<file path="src/verilog/cpu_defines.svh">
// cpu_defines
// Architectural widths, pipeline stage count and the fixed
// fetch vectors shared by the front-end control core.

`ifndef CPU_DEFINES_SVH
`define CPU_DEFINES_SVH

// datapath and address width
`define XLEN            32

// PREIF, IF, ID, EXE, MEM, MEM2, WB
`define NUM_STAGES      7

// boot ROM entry after reset
`define RESET_VECTOR    32'hBFC0_0000

// general exception entry, BEV=1 space
`define EXC_VECTOR      32'hBFC0_0380

// j/jal instruction index field
`define INSTR_INDEX_W   26

`endif

</file>
<file path="src/verilog/cpu_pkg.sv">
// cpu_pkg
// Enumerated types for the front-end control core: pipeline stage
// index, exception entry request, branch kind and next-PC source.

package cpu_pkg;

    typedef enum logic [2:0] {
        STG_PREIF = 3'd0,
        STG_IF    = 3'd1,
        STG_ID    = 3'd2,
        STG_EXE   = 3'd3,
        STG_MEM   = 3'd4,
        STG_MEM2  = 3'd5,
        STG_WB    = 3'd6
    } stage_e;

    typedef enum logic [1:0] {
        ENTRY_NONE = 2'd0,
        ENTRY_EXC  = 2'd1,      // take exception
        ENTRY_ERET = 2'd2       // return to epc
    } entry_sel_e;

    typedef enum logic {
        BR_COND = 1'b0,         // pc-relative
        BR_JR   = 1'b1          // register target
    } branch_type_e;

    typedef enum logic [2:0] {
        NPC_SEQ    = 3'd0,
        NPC_BRANCH = 3'd1,
        NPC_JR     = 3'd2,
        NPC_JUMP   = 3'd3,
        NPC_EXC    = 3'd4,
        NPC_ERET   = 3'd5
    } npc_sel_e;

endpackage

</file>
<file path="src/verilog/pipe_control.sv">
// pipe_control
// Resolves exception, stall and redirect causes by fixed priority into
// per-stage write enables, per-stage flushes and the next-PC source.
// Purely combinational.

`timescale 1ns/10ps
`include "cpu_defines.svh"

module pipe_control (
    input  cpu_pkg::entry_sel_e    entry_sel,
    input  logic                   dcache_busy,
    input  logic                   muldiv_busy,
    input  logic                   dh_stall,
    input  logic                   branch_failed,
    input  cpu_pkg::branch_type_e  exe_branch_type,
    input  logic                   imme_jump,
    input  logic                   icache_busy,
    output logic [`NUM_STAGES-1:0] stage_wr,
    output logic [`NUM_STAGES-1:0] stage_flush,
    output cpu_pkg::npc_sel_e      npc_sel
);

    always_comb begin
        stage_wr    = '1;                   // free running by default
        stage_flush = '0;
        npc_sel     = cpu_pkg::NPC_SEQ;

        if (entry_sel != cpu_pkg::ENTRY_NONE) begin
            // everything younger than WB is killed
            stage_flush[cpu_pkg::STG_IF]   = 1'b1;
            stage_flush[cpu_pkg::STG_ID]   = 1'b1;
            stage_flush[cpu_pkg::STG_EXE]  = 1'b1;
            stage_flush[cpu_pkg::STG_MEM]  = 1'b1;
            stage_flush[cpu_pkg::STG_MEM2] = 1'b1;
            if (entry_sel == cpu_pkg::ENTRY_ERET) begin
                npc_sel = cpu_pkg::NPC_ERET;
            end else begin
                npc_sel = cpu_pkg::NPC_EXC;
            end
        end else if (dcache_busy) begin
            stage_wr = '0;                  // whole pipe frozen
        end else if (muldiv_busy) begin
            stage_wr[cpu_pkg::STG_PREIF] = 1'b0;
            stage_wr[cpu_pkg::STG_IF]    = 1'b0;
            stage_wr[cpu_pkg::STG_ID]    = 1'b0;
            stage_wr[cpu_pkg::STG_EXE]   = 1'b0;
            stage_flush[cpu_pkg::STG_MEM] = 1'b1;   // bubble behind mul/div
        end else if (dh_stall) begin
            stage_wr[cpu_pkg::STG_PREIF] = 1'b0;
            stage_wr[cpu_pkg::STG_IF]    = 1'b0;
            stage_wr[cpu_pkg::STG_ID]    = 1'b0;
            stage_flush[cpu_pkg::STG_EXE] = 1'b1;   // bubble into exe
        end else if (branch_failed) begin
            // wrong-path instrs in IF and ID
            stage_flush[cpu_pkg::STG_IF] = 1'b1;
            stage_flush[cpu_pkg::STG_ID] = 1'b1;
            if (exe_branch_type == cpu_pkg::BR_JR) begin
                npc_sel = cpu_pkg::NPC_JR;
            end else begin
                npc_sel = cpu_pkg::NPC_BRANCH;
            end
        end else if (imme_jump) begin
            stage_flush[cpu_pkg::STG_IF] = 1'b1;    // only the fetch slot is wrong
            npc_sel = cpu_pkg::NPC_JUMP;
        end else if (icache_busy) begin
            stage_wr[cpu_pkg::STG_PREIF] = 1'b0;
            stage_wr[cpu_pkg::STG_IF]    = 1'b0;
            stage_flush[cpu_pkg::STG_ID] = 1'b1;    // no valid instr for ID yet
        end
    end

endmodule

</file>
<file path="src/verilog/pc_gen.sv">
// pc_gen
// Pre-fetch program counter. Computes the sequential, branch, register
// and immediate jump targets, selects one by npc_sel and loads it when
// PREIF writes. Flags a misaligned fetch address.

`timescale 1ns/10ps
`include "cpu_defines.svh"

module pc_gen (
    input  logic               aclk,
    input  logic               rst_n,
    input  logic               pc_wr,
    input  cpu_pkg::npc_sel_e  npc_sel,
    input  logic [`XLEN-1:0]   epc,
    input  logic [`XLEN-1:0]   exe_pc,
    input  logic [`XLEN-1:0]   exe_imm32,
    input  logic [`XLEN-1:0]   exe_busa,
    input  logic [`XLEN-1:0]   id_pc,
    input  logic [`XLEN-1:0]   id_instr,
    output logic [`XLEN-1:0]   pc,
    output logic               fetch_adel
);

    logic [`XLEN-1:0] seq_target;
    logic [`XLEN-1:0] branch_target;
    logic [`XLEN-1:0] jr_target;
    logic [`XLEN-1:0] jump_target;
    logic [`XLEN-1:0] exe_pc_plus4;
    logic [`XLEN-1:0] id_pc_plus4;
    logic [`XLEN-1:0] branch_offset;
    logic [`XLEN-1:0] next_pc;

    assign seq_target = pc + `XLEN'd4;

    // branch is relative to the delay slot address
    assign exe_pc_plus4  = exe_pc + `XLEN'd4;
    assign branch_offset = {exe_imm32[`XLEN-3:0], 2'b00};   // word offset
    assign branch_target = exe_pc_plus4 + branch_offset;

    assign jr_target = exe_busa;

    // j/jal stays inside the 256 MB region of the delay slot
    assign id_pc_plus4 = id_pc + `XLEN'd4;
    assign jump_target = {id_pc_plus4[`XLEN-1 -: 4],
                          id_instr[`INSTR_INDEX_W-1:0],
                          2'b00};

    always_comb begin
        case (npc_sel)
            cpu_pkg::NPC_SEQ:    next_pc = seq_target;
            cpu_pkg::NPC_BRANCH: next_pc = branch_target;
            cpu_pkg::NPC_JR:     next_pc = jr_target;
            cpu_pkg::NPC_JUMP:   next_pc = jump_target;
            cpu_pkg::NPC_EXC:    next_pc = `EXC_VECTOR;
            cpu_pkg::NPC_ERET:   next_pc = epc;
            default:             next_pc = seq_target;     // unused codes
        endcase
    end

    always_ff @(posedge aclk or negedge rst_n) begin
        if (!rst_n) begin
            pc <= `RESET_VECTOR;
        end else if (pc_wr) begin
            pc <= next_pc;          // hold while PREIF stalls
        end
    end

    // AdEL on fetch, recorded by IF with the instruction
    assign fetch_adel = |pc[1:0];

endmodule

</file>
<file path="src/verilog/fetch_ctrl_top.sv">
// fetch_ctrl_top
// Front-end control core: pipeline write-enable and flush control
// together with the pre-fetch PC generator.

`timescale 1ns/10ps
`include "cpu_defines.svh"

module fetch_ctrl_top (
    input  logic                   aclk,
    input  logic                   rst_n,
    input  cpu_pkg::entry_sel_e    entry_sel,
    input  logic [`XLEN-1:0]       epc,
    input  logic                   dcache_busy,
    input  logic                   icache_busy,
    input  logic                   muldiv_busy,
    input  logic                   dh_stall,
    input  logic                   branch_failed,
    input  cpu_pkg::branch_type_e  exe_branch_type,
    input  logic [`XLEN-1:0]       exe_pc,
    input  logic [`XLEN-1:0]       exe_imm32,
    input  logic [`XLEN-1:0]       exe_busa,
    input  logic                   imme_jump,
    input  logic [`XLEN-1:0]       id_pc,
    input  logic [`XLEN-1:0]       id_instr,
    output logic [`NUM_STAGES-1:0] stage_wr,
    output logic [`NUM_STAGES-1:0] stage_flush,
    output logic [`XLEN-1:0]       pc,
    output logic                   fetch_adel
);

    cpu_pkg::npc_sel_e npc_sel;     // winning redirect source

    pipe_control u_pipe_control (
        .entry_sel       (entry_sel),
        .dcache_busy     (dcache_busy),
        .muldiv_busy     (muldiv_busy),
        .dh_stall        (dh_stall),
        .branch_failed   (branch_failed),
        .exe_branch_type (exe_branch_type),
        .imme_jump       (imme_jump),
        .icache_busy     (icache_busy),
        .stage_wr        (stage_wr),
        .stage_flush     (stage_flush),
        .npc_sel         (npc_sel)
    );

    pc_gen u_pc_gen (
        .aclk            (aclk),
        .rst_n           (rst_n),
        .pc_wr           (stage_wr[cpu_pkg::STG_PREIF]),   // PREIF enable
        .npc_sel         (npc_sel),
        .epc             (epc),
        .exe_pc          (exe_pc),
        .exe_imm32       (exe_imm32),
        .exe_busa        (exe_busa),
        .id_pc           (id_pc),
        .id_instr        (id_instr),
        .pc              (pc),
        .fetch_adel      (fetch_adel)
    );

endmodule

</file>
<file path="config.mk">
export PLATFORM = sky130hd
export DESIGN_NAME = fetch_ctrl_top
export DESIGN_NICKNAME = d
export VERILOG_FILES = /design/src/verilog/cpu_pkg.sv /design/src/verilog/pipe_control.sv /design/src/verilog/pc_gen.sv /design/src/verilog/fetch_ctrl_top.sv
export VERILOG_INCLUDE_DIRS = /design/src /design/src/verilog
export SDC_FILE = /design/constraint.sdc
export NUM_CORES = 1
export LEC_CHECK = 0
export BUFFER_PORTS_ARGS = -buffer_cell sky130_fd_sc_hd__buf_2
export CORE_UTILIZATION = 35
export CTS_BUF_LIST = sky130_fd_sc_hd__clkbuf_2
export DETAILED_ROUTE_END_ITERATION = 12
export PLACE_DENSITY = 0.66
export RECOVER_POWER = 25
export SLEW_MARGIN = 10
export SYNTH_ARGS = -nofsm -noshare
export SYNTH_HDL_FRONTEND = slang
export SYNTH_SLANG_ARGS = --single-unit
</file>
<file path="constraint.sdc">
create_clock -name aclk -period 4.2 [get_ports aclk]
set_input_delay 0 -clock aclk [delete_from_list [all_inputs] [get_ports aclk]]
set_output_delay 0 -clock aclk [all_outputs]
set_load 0.02 [all_outputs]
</file>
==> results of run 1 <==
==> critical path: cells and delay by family <==
kind                     cells  cell delay (ns)
XOR/XNOR                     1             0.11
adder cells (fa/ha/maj)      3             0.93
buffers and inverters        2             0.69
AO/OA/AOI/OAI                5             1.17
AND/OR/NAND/NOR              3             0.30
==> layer usage <==
| layer | wire [um] | vias to the layer above | track usage |
|---|---|---|---|
| met5 | 0 | - | 0 |
| met4 | 201 | 0 | 0.05925 |
| met3 | 1138 | 13 | 0.02626 |
| met2 | 8070 | 254 | 0.4005 |
| met1 | 7961 | 2635 | 0.3471 |
| li1 | - | 2820 | - |
==> through the flow <==
step	hold WS, ns	util	power, W	instances	area (um^2)
6_report	0.01737	0.4934	0.001282	1027	6327
3_5_place_dp	0.1027	0.4659	0.001106	986	5974
2_1_floorplan	-0.2956	-	0.0008534	605	4668
3_3_place_gp	0.1062	0.4659	0.001102	986	5974
5_1_grt	0.008834	0.4934	0.001386	1027	6327
4_1_cts	0.0006072	0.4915	0.001283	1023	6304
==> cells by family (layout without fill, tap and decap cells) <==
logic type / after synthesis / in the layout / share of synthesized area
flip-flops: 32 / 32 / 0.1741
XOR/XNOR: 27 / 27 / 0.05070
adder cells (fa/ha/maj): 59 / 59 / 0.1599
other: 1 / 4 / 0.0008039
AO/OA/AOI/OAI: 238 / 238 / 0.3538
multiplexers: 3 / 3 / 0.006438
AND/OR/NAND/NOR: 190 / 190 / 0.2009
buffers and inverters: 54 / 302 / 0.05338
==> area by class of cell <==
type,instances,area (um^2),area share
repair buffers,276,1555,0.2458
clock inverters,3,13.76,0.002175
inverters,18,67.56,0.01068
flip-flops and latches,32,812.0,0.1283
multi-input cells,519,3633,0.5743
clock buffers,5,25.02,0.003955
well taps,172,215.2,0.03401
diodes,2,5.005,0.0007910
==> path summary, 6_finish.rpt <==
path	cells past startpoint	end	start	slack, ns
min in group asynchronous	2	u_pc_gen.pc[30]	rst_n	0.60
worst max-delay path	14	u_pc_gen.pc[15]	exe_pc[3]	1.29
max in group asynchronous	2	u_pc_gen.pc[3]	rst_n	2.59
worst min register to register	2	u_pc_gen.pc[31]	u_pc_gen.pc[31]	0.53
worst max register to register	9	u_pc_gen.pc[26]	u_pc_gen.pc[2]	1.60
worst min-delay path	5	u_pc_gen.pc[23]	id_instr[21]	0.02
==> power breakdown <==
part           switching [W]  internal [W]  total (W)
clock               0.000112     0.0000373   0.000149
combinational       0.000416      0.000324   0.000740
sequential         0.0000435      0.000350   0.000393
total               0.000571      0.000711    0.00128
==> Yosys cell counts (3+ instances only) <==
library cell | number | share of area
nand2_1 | 50 | 0.040
ha_1 | 58 | 0.16
dfrtp_1 | 23 | 0.12
clkbuf_1 | 23 | 0.019
o22ai_1 | 6 | 0.0080
nand3_1 | 25 | 0.027
buf_2 | 5 | 0.0054
or2_2 | 3 | 0.0040
a31oi_1 | 10 | 0.013
a22oi_1 | 5 | 0.0080
nand4_1 | 15 | 0.020
nor2b_1 | 6 | 0.0080
or3_1 | 3 | 0.0040
inv_1 | 17 | 0.014
a21o_1 | 16 | 0.026
a221o_1 | 12 | 0.026
a21oi_1 | 72 | 0.077
o21ai_0 | 45 | 0.048
nor4_1 | 5 | 0.0067
buf_4 | 6 | 0.0097
nor3_1 | 13 | 0.014
nor2_1 | 46 | 0.037
a211oi_2 | 4 | 0.011
o21a_1 | 3 | 0.0048
xnor2_1 | 14 | 0.026
o21bai_1 | 3 | 0.0048
o2111ai_1 | 3 | 0.0056
nand2b_1 | 3 | 0.0040
and3_1 | 4 | 0.0054
xor2_1 | 13 | 0.024
mux2i_1 | 3 | 0.0064
and2_1 | 5 | 0.0067
a211oi_1 | 5 | 0.0080
a222oi_1 | 5 | 0.011
dfstp_2 | 9 | 0.051
a221oi_1 | 18 | 0.034
==> metrics.txt, run 1 <==
# TYPE chip_impl_metric gauge
chip_impl_info{name="largest_registers",value="u_pc_gen.pc: 32 flops"} 1
chip_impl_metric{name="viasPerCell",unit=""} 5.572
chip_impl_metric{name="final_layout_size_suffix_gt1_frac",unit=""} 0.3400
chip_impl_metric{name="effective_utilization_at_floorplan",unit=""} 0.3637
chip_impl_metric{name="io-pin-count",unit=""} 250
chip_impl_metric{name="htreeDepth",unit=""} 2
chip_impl_metric{name="nFillCells",unit=""} 1353
chip_impl_info{name="crit_path_end_kind",value="flop"} 1
chip_impl_metric{name="worstMarginPinSlew",unit="ns"} 1.768
chip_impl_metric{name="ir_worst_vdd",unit="V"} 0.00007145
chip_impl_metric{name="grt_antenna_before_repair",unit=""} 2
chip_impl_metric{name="postSynth.asyncResetShare",unit=""} 1.000
chip_impl_metric{name="die_w",unit="um"} 117.4
chip_impl_metric{name="layout-area-overhead-vs-synth",unit="%"} 35.65
chip_impl_metric{name="leakagePower",unit="nW"} 2.999
chip_impl_info{name="synth_top_flop_cell",value="dfrtp_1"} 1
chip_impl_metric{name="clk-insertion-delay-late",unit="ns"} 0.39
chip_impl_metric{name="finish.net_count",unit=""} 1114
chip_impl_metric{name="global_route_wire_length_before_repair",unit="mm"} 27.20
chip_impl_metric{name="grt_use_total",unit=""} 0.2467
chip_impl_info{name="mostFrequentLayoutCell",value="buf_2"} 1
chip_impl_metric{name="grt_start_max_net_pins",unit=""} 33
chip_impl_metric{name="timing_hold_violations_final",unit=""} 0
chip_impl_metric{name="drc",unit=""} 0
chip_impl_metric{name="first_global_vias",unit=""} 5346
chip_impl_info{name="mostFrequentLayoutCells",value="236 x buf_2, 71 x a21oi_1, 58 x ha_1"} 1
chip_impl_metric{name="clock.fmax",unit="MHz"} 344.1
chip_impl_metric{name="wire_per_inst",unit="um"} 16.92
chip_impl_info{name="top_register",value="u_pc_gen.pc"} 1
chip_impl_metric{name="cts.sink_count",unit=""} 32
chip_impl_metric{name="die_h",unit="um"} 117.4
chip_impl_metric{name="cts_hold_buf",unit=""} 29
chip_impl_metric{name="cts_bufs_inserted",unit=""} 5
chip_impl_metric{name="design.die.area",unit="um^2"} 13790
chip_impl_metric{name="critPathMaxFanout",unit=""} 3
chip_impl_metric{name="worst_ep_arrival_time",unit="ns"} 3.21
chip_impl_metric{name="worst_path_largest_cell_delay",unit="ns"} 0.58
chip_impl_metric{name="vias_post_dr",unit=""} 5722
chip_impl_metric{name="largest_register_ff_count",unit=""} 32
chip_impl_info{name="hold_path_class",value="in2reg"} 1
chip_impl_metric{name="finalSetupTns",unit="ns"} 0
chip_impl_info{name="rsz0062_at_grt",value="no"} 1
chip_impl_metric{name="yosys_register_bits",unit=""} 32
chip_impl_metric{name="first_iter_violations",unit=""} 480
chip_impl_info{name="critical-path-slowest-cell",value="dlygate4sd3_1"} 1
chip_impl_metric{name="final_setup_violation_count",unit=""} 0
chip_impl_metric{name="cts_post_setup_buffers_inserted",unit=""} 0
chip_impl_metric{name="cts.reportedPaths.clkPinSlew",unit="ns"} 0.18
chip_impl_info{name="status",value="finished, violations left"} 1
chip_impl_metric{name="syn-cell-area",unit="um^2"} 4664
chip_impl_metric{name="wl",unit="mm"} 17.37
chip_impl_metric{name="slew_violations",unit=""} 33
chip_impl_metric{name="syn-mean-instance-area",unit="um^2"} 7.723
chip_impl_info{name="timing.critical_path.cells",value="buf_2, ha_1, ha_1, fa_1, a21o_1, nand4_1, nand2_1, a311o_2, a21o_1, a21oi_2, xnor2_1, a221oi_2, dlygate4sd3_1, nor2_1"} 1
chip_impl_metric{name="cts.path.max_buffers",unit=""} 2
chip_impl_metric{name="post-route-period-util",unit=""} 0.6920
chip_impl_metric{name="place.gp.congestion",unit=""} 0.8888
chip_impl_metric{name="finalClockSkew",unit="ns"} 0.01556
chip_impl_metric{name="io_buffers",unit=""} 237
chip_impl_metric{name="synth-edff-count",unit=""} 0
chip_impl_metric{name="worst_slew_margin_rel",unit=""} -0.1788
chip_impl_metric{name="cts_repair_resize_count",unit=""} 0
chip_impl_info{name="clockRootBuffer",value="clkbuf_2"} 1
chip_impl_info{name="tritoncts_clock_tree",value="done"} 1
chip_impl_metric{name="netlist-cell-type-count",unit=""} 74
chip_impl_metric{name="grt_ovf",unit=""} 0
chip_impl_metric{name="detailedPlacementHpwl",unit="mm"} 13.79
chip_impl_metric{name="ys_warn_count",unit=""} 0
chip_impl_metric{name="rows",unit=""} 41
chip_impl_info{name="violations",value="max-capacitance violations, max-slew violations"} 1
chip_impl_metric{name="worst_ep_required_time",unit="ns"} 4.50
chip_impl_info{name="critical_path_class",value="in2reg"} 1
chip_impl_metric{name="placeable_core_area",unit="um^2"} 12820
chip_impl_metric{name="drt-pass1-iter-count",unit=""} 5
chip_impl_metric{name="synth_seq_area_share",unit=""} 0.1741
chip_impl_metric{name="final_critical_path_setup_slack",unit="ns"} 1.294
chip_impl_metric{name="synth_cells",unit=""} 604
chip_impl_metric{name="cellPowerDensity",unit="nW/um^2"} 202.7
chip_impl_metric{name="period_needed",unit="ns"} 2.906
chip_impl_metric{name="drt.antenna.violating_nets",unit=""} 0
chip_impl_info{name="critPathLaunchType",value="input pin"} 1
chip_impl_metric{name="detailedPlace.worstSlack",unit="ns"} 1.313
chip_impl_metric{name="max_cap_violations",unit=""} 1
No activity file was read; power rests on OpenSTA's default activity.
==> inputs of run 2 (changes only) <==
Settings changed: ABC_AREA set to 1, PLACE_DENSITY 0.66 to 0.65.
Clock period 4.2 ns to 2.4 ns, I/O delays scaled along.
==> run 2 against run 1 <==
The flow finishes with violations (negative hold slack, max-capacitance violations, max-slew violations). Sequential power increased by 88%. Power increased by 110%. Wire length increased by 30%. Cell area increased by 24%. Clock power increased to 2.6 times the previous value. Combinational power increased by 110%. Clock skew about the same. Register-to-register slack got worse by 1.2 ns. First-iteration DRC count increased by 10%. Critical path type unchanged. Critical endpoint is now u_pc_gen.pc[7]. Largest power group unchanged.
==> metrics.txt, run 2 <==
# TYPE chip_impl_metric gauge
chip_impl_info{name="status",value="finished, violations left"} 1
chip_impl_info{name="violations",value="negative hold slack, max-capacitance violations, max-slew violations"} 1
chip_impl_metric{name="synth-edff-count",unit=""} 0
chip_impl_metric{name="largest_register_ff_count",unit=""} 32
chip_impl_info{name="path_common_cell",value="nand3_1"} 1
chip_impl_metric{name="vias_post_dr",unit=""} 7900
chip_impl_metric{name="critPathMaxFanout",unit=""} 5
chip_impl_info{name="timing.critical_path.cells",value="buf_2, ha_1, ha_1, fa_1, nand3_1, nand3_1, xor2_1, nand2_1, nand4_1, dlygate4sd3_1, nand3_1, o21ai_0"} 1
chip_impl_metric{name="ir_worst_vdd",unit="V"} 0.0002580
chip_impl_info{name="crit_path_end_kind",value="flop"} 1
chip_impl_metric{name="worst-r2r-setup-slack",unit="ns"} 0.43
chip_impl_metric{name="drt-pass1-iter-count",unit=""} 7
chip_impl_metric{name="worstMarginPinSlew",unit="ns"} 1.839
chip_impl_metric{name="worst_slew_margin_rel",unit=""} -0.2262
chip_impl_metric{name="cts.path.max_buffers",unit=""} 2
chip_impl_metric{name="comb_power_share",unit=""} 0.583
chip_impl_metric{name="slew_violations",unit=""} 33
chip_impl_metric{name="nFillCells",unit=""} 1902
chip_impl_metric{name="finish.utilization",unit=""} 0.4682
chip_impl_metric{name="p_total",unit="W"} 0.002695
chip_impl_metric{name="stdcell_area",unit="um^2"} 7875
chip_impl_metric{name="layout-area-overhead-vs-synth",unit="%"} 28.63
chip_impl_metric{name="power.share.sequential",unit=""} 0.274
chip_impl_info{name="timing.hold.worst.start",value="id_instr[7]"} 1
chip_impl_metric{name="final_layout_size_suffix_gt1_frac",unit=""} 0.2058
chip_impl_info{name="synth_largest_area_cell",value="nand2_1"} 1
chip_impl_metric{name="cts.sink_count",unit=""} 32
chip_impl_metric{name="syn-cell-area",unit="um^2"} 6122
chip_impl_info{name="tritoncts_clock_tree",value="done"} 1
chip_impl_info{name="crit_path_start",value="exe_pc[3]"} 1
chip_impl_metric{name="cts_repair_resize_count",unit=""} 0
chip_impl_metric{name="die_h",unit="um"} 134.3
chip_impl_metric{name="postSynth.asyncResetShare",unit=""} 1.000
chip_impl_metric{name="io_buffers",unit=""} 237
chip_impl_metric{name="viasPerCell",unit=""} 4.919
chip_impl_info{name="dominant_combinational_cell_family_by_area_after_synthesis",value="simple AND/OR/NAND/NOR gates"} 1
chip_impl_metric{name="leakagePower",unit="nW"} 4.530
chip_impl_metric{name="timing_hold_violations_final",unit=""} 1
chip_impl_metric{name="final.hold.worst_slack",unit="ns"} -0.007479
chip_impl_info{name="post-synth-top-count-cell",value="nand2_1"} 1
chip_impl_metric{name="clock.fmax",unit="MHz"} 470.0
chip_impl_info{name="top_register",value="u_pc_gen.pc"} 1
chip_impl_metric{name="detailedPlacementHpwl",unit="mm"} 19.27
chip_impl_info{name="critPathLaunchType",value="input pin"} 1
chip_impl_info{name="hold_path_class",value="in2reg"} 1
chip_impl_metric{name="syn-mean-instance-area",unit="um^2"} 5.456
chip_impl_metric{name="drc",unit=""} 0
chip_impl_metric{name="finalClockSkew",unit="ns"} 0.01524
chip_impl_metric{name="drt.antenna.violating_nets",unit=""} 0
chip_impl_metric{name="period_needed",unit="ns"} 2.128
chip_impl_metric{name="clk-insertion-delay-late",unit="ns"} 0.39
chip_impl_metric{name="cp.buffers_inverters",unit=""} 2
chip_impl_metric{name="synth_seq_area_share",unit=""} 0.1326
chip_impl_metric{name="share_of_yosys_cell_area_claimed_by_the_top_area_cell_type",unit=""} 0.2618
chip_impl_info{name="netlist_top_cells_count",value="427 x nand2_1, 163 x inv_1, 102 x nand3_1"} 1
chip_impl_metric{name="design.die.area",unit="um^2"} 18020
chip_impl_metric{name="synth_simple_gate_area_share",unit=""} 0.4864
chip_impl_metric{name="global_route_wire_length_before_repair",unit="mm"} 35.54
chip_impl_metric{name="finalSetupTns",unit="ns"} 0
chip_impl_metric{name="worst_path_largest_cell_delay",unit="ns"} 0.57
chip_impl_metric{name="pwr-share-clk",unit=""} 0.144
chip_impl_metric{name="ys_warn_count",unit=""} 0
chip_impl_metric{name="power.switching",unit="W"} 0.001296
chip_impl_metric{name="netlist-cell-type-count",unit=""} 43
chip_impl_info{name="rsz0062_at_grt",value="no"} 1
chip_impl_metric{name="io-pin-count",unit=""} 250
chip_impl_metric{name="post-route-period-util",unit=""} 0.8866
chip_impl_metric{name="die_w",unit="um"} 134.3
chip_impl_metric{name="post_synth_xor_area_fraction",unit=""} 0.02289
chip_impl_metric{name="cellPowerDensity",unit="nW/um^2"} 342.3
chip_impl_metric{name="max_cap_violations",unit=""} 1
chip_impl_metric{name="yosys_register_bits",unit=""} 32
chip_impl_info{name="critical-path-slowest-cell",value="dlygate4sd3_1"} 1
chip_impl_info{name="synth_top_flop_cell",value="dfrtp_1"} 1
chip_impl_metric{name="worst_ep_arrival_time",unit="ns"} 2.43
chip_impl_metric{name="placeable_core_area",unit="um^2"} 16820
chip_impl_metric{name="finish.net_count",unit=""} 1646
chip_impl_metric{name="synth.mux.area_fraction",unit=""} 0
chip_impl_metric{name="grt_antenna_before_repair",unit=""} 1
chip_impl_info{name="mostFrequentLayoutCell",value="nand2_1"} 1
chip_impl_info{name="mostFrequentLayoutCells",value="427 x nand2_1, 232 x buf_2, 163 x inv_1"} 1
chip_impl_metric{name="synth_compound_gate_area_share",unit=""} 0.1028
chip_impl_metric{name="rows",unit=""} 47
chip_impl_metric{name="wire_per_inst",unit="um"} 14.09
chip_impl_info{name="worst_path_dominant_cell_family",value="adder cells"} 1
chip_impl_metric{name="grt_ovf",unit=""} 0
chip_impl_metric{name="final_setup_violation_count",unit=""} 0
chip_impl_info{name="crit-reg2reg-launch",value="u_pc_gen.pc[3]"} 1
chip_impl_metric{name="grt_use_total",unit=""} 0.2480
chip_impl_metric{name="place.gp.congestion",unit=""} 0.9574
chip_impl_info{name="critical_path_class",value="in2reg"} 1
chip_impl_metric{name="wl",unit="mm"} 22.63
chip_impl_metric{name="first_iter_violations",unit=""} 528
chip_impl_metric{name="first_global_vias",unit=""} 7216
chip_impl_info{name="synth_top_cells_by_area",value="nand2_1 26%, ha_1 12%, inv_1 10%"} 1
chip_impl_metric{name="cts.reportedPaths.clkPinSlew",unit="ns"} 0.20
chip_impl_metric{name="htreeDepth",unit=""} 2
chip_impl_metric{name="cts_bufs_inserted",unit=""} 5
chip_impl_metric{name="dpl-instance-area",unit="um^2"} 7526
chip_impl_info{name="largest_registers",value="u_pc_gen.pc: 32 flops"} 1
chip_impl_info{name="clockRootBuffer",value="clkbuf_2"} 1
chip_impl_metric{name="synth_cells",unit=""} 1122
chip_impl_metric{name="effective_utilization_at_floorplan",unit=""} 0.3640
chip_impl_metric{name="grt_start_max_net_pins",unit=""} 33
chip_impl_metric{name="intPower",unit="W"} 0.001399
chip_impl_metric{name="power_switching_share",unit=""} 0.4809
chip_impl_metric{name="synth_fa_ha_area_frac",unit=""} 0.1218
chip_impl_metric{name="worst_ep_required_time",unit="ns"} 2.70
[run 2: changes by cell type after synthesis, moves of 17 or more]
cell and delta:
inv_1 +146, nor2_1 +48, a221oi_1 -17, clkbuf_1 -18
o21ai_0 -17, nand2_1 +377, nand3_1 +77
[run 2: cells by family after synthesis]
group           after synthesis
xor+xnor                     16
simple gates                705
buf+inv                     195
flops                        32
other cells                   1
fa+ha+maj                    59
compound gates              114
[run 2: per-layer routing]
metal  GRT usage  vias to the layer above  share of wire
li1            -                     4107              -
met1      0.3389                     3509           0.46
met2      0.4229                      259           0.47
met3     0.01965                       25          0.055
met4     0.05493                        0          0.016
met5           0                        -              0
[run 2: cell type report]
class                   count  area (um^2)  area share
diodes                      1        2.502   0.0003178
multi-input cells         896         4506      0.5721
clock inverters             3        37.54    0.004766
flip-flops and latches     32        812.0      0.1031
clock buffers               5        25.02    0.003178
inverters                 167        626.9     0.07960
well taps                 220        275.3     0.03495
repair buffers            282         1590      0.2019
[run 2: what timing repair did]
item / in CTS / in global routing
buffers inserted: 0 / 0
hold buffers: 27 / 2
endpoints found under the hold margin: 41 / 1
[run 2: worst paths after layout]
kind / endpoint / depth (start not counted)
hold reg to reg: u_pc_gen.pc[24] / 2
setup reg to reg: u_pc_gen.pc[16] / 14
hold / removal: u_pc_gen.pc[9] / 5
max in group asynchronous: u_pc_gen.pc[19] / 2
setup / recovery: u_pc_gen.pc[7] / 12
min in group asynchronous: u_pc_gen.pc[18] / 2
[run 2: per-stage QoR]
stage	instances	setup slack (ns)
2_1_floorplan	1123	0.5417
5_1_grt	1606	0.05903
4_1_cts	1603	0.2604
3_5_place_dp	1568	0.1641
3_3_place_gp	1568	0.2107
6_report	1606	0.2721
[run 2: worst min-delay path: stages]
cell	delay (ns)
buf_2	0.07
nand2_1	0.04
nand3_1	0.10
a21oi_1	0.05
o22ai_1	0.09
[run 2: power by group through the flow]
| stage | clock, W | combinational, W | sequential, W |
|---|---|---|---|
| finish | 0.000387 | 0.00157 | 0.000738 |
| global placement | 0 | 0.00151 | 0.000743 |
| detailed placement | 0 | 0.00152 | 0.000744 |
| global route | 0.000411 | 0.00177 | 0.000750 |
| CTS | 0.000389 | 0.00157 | 0.000733 |
| floorplan | 0 | 0.000894 | 0.000804 |
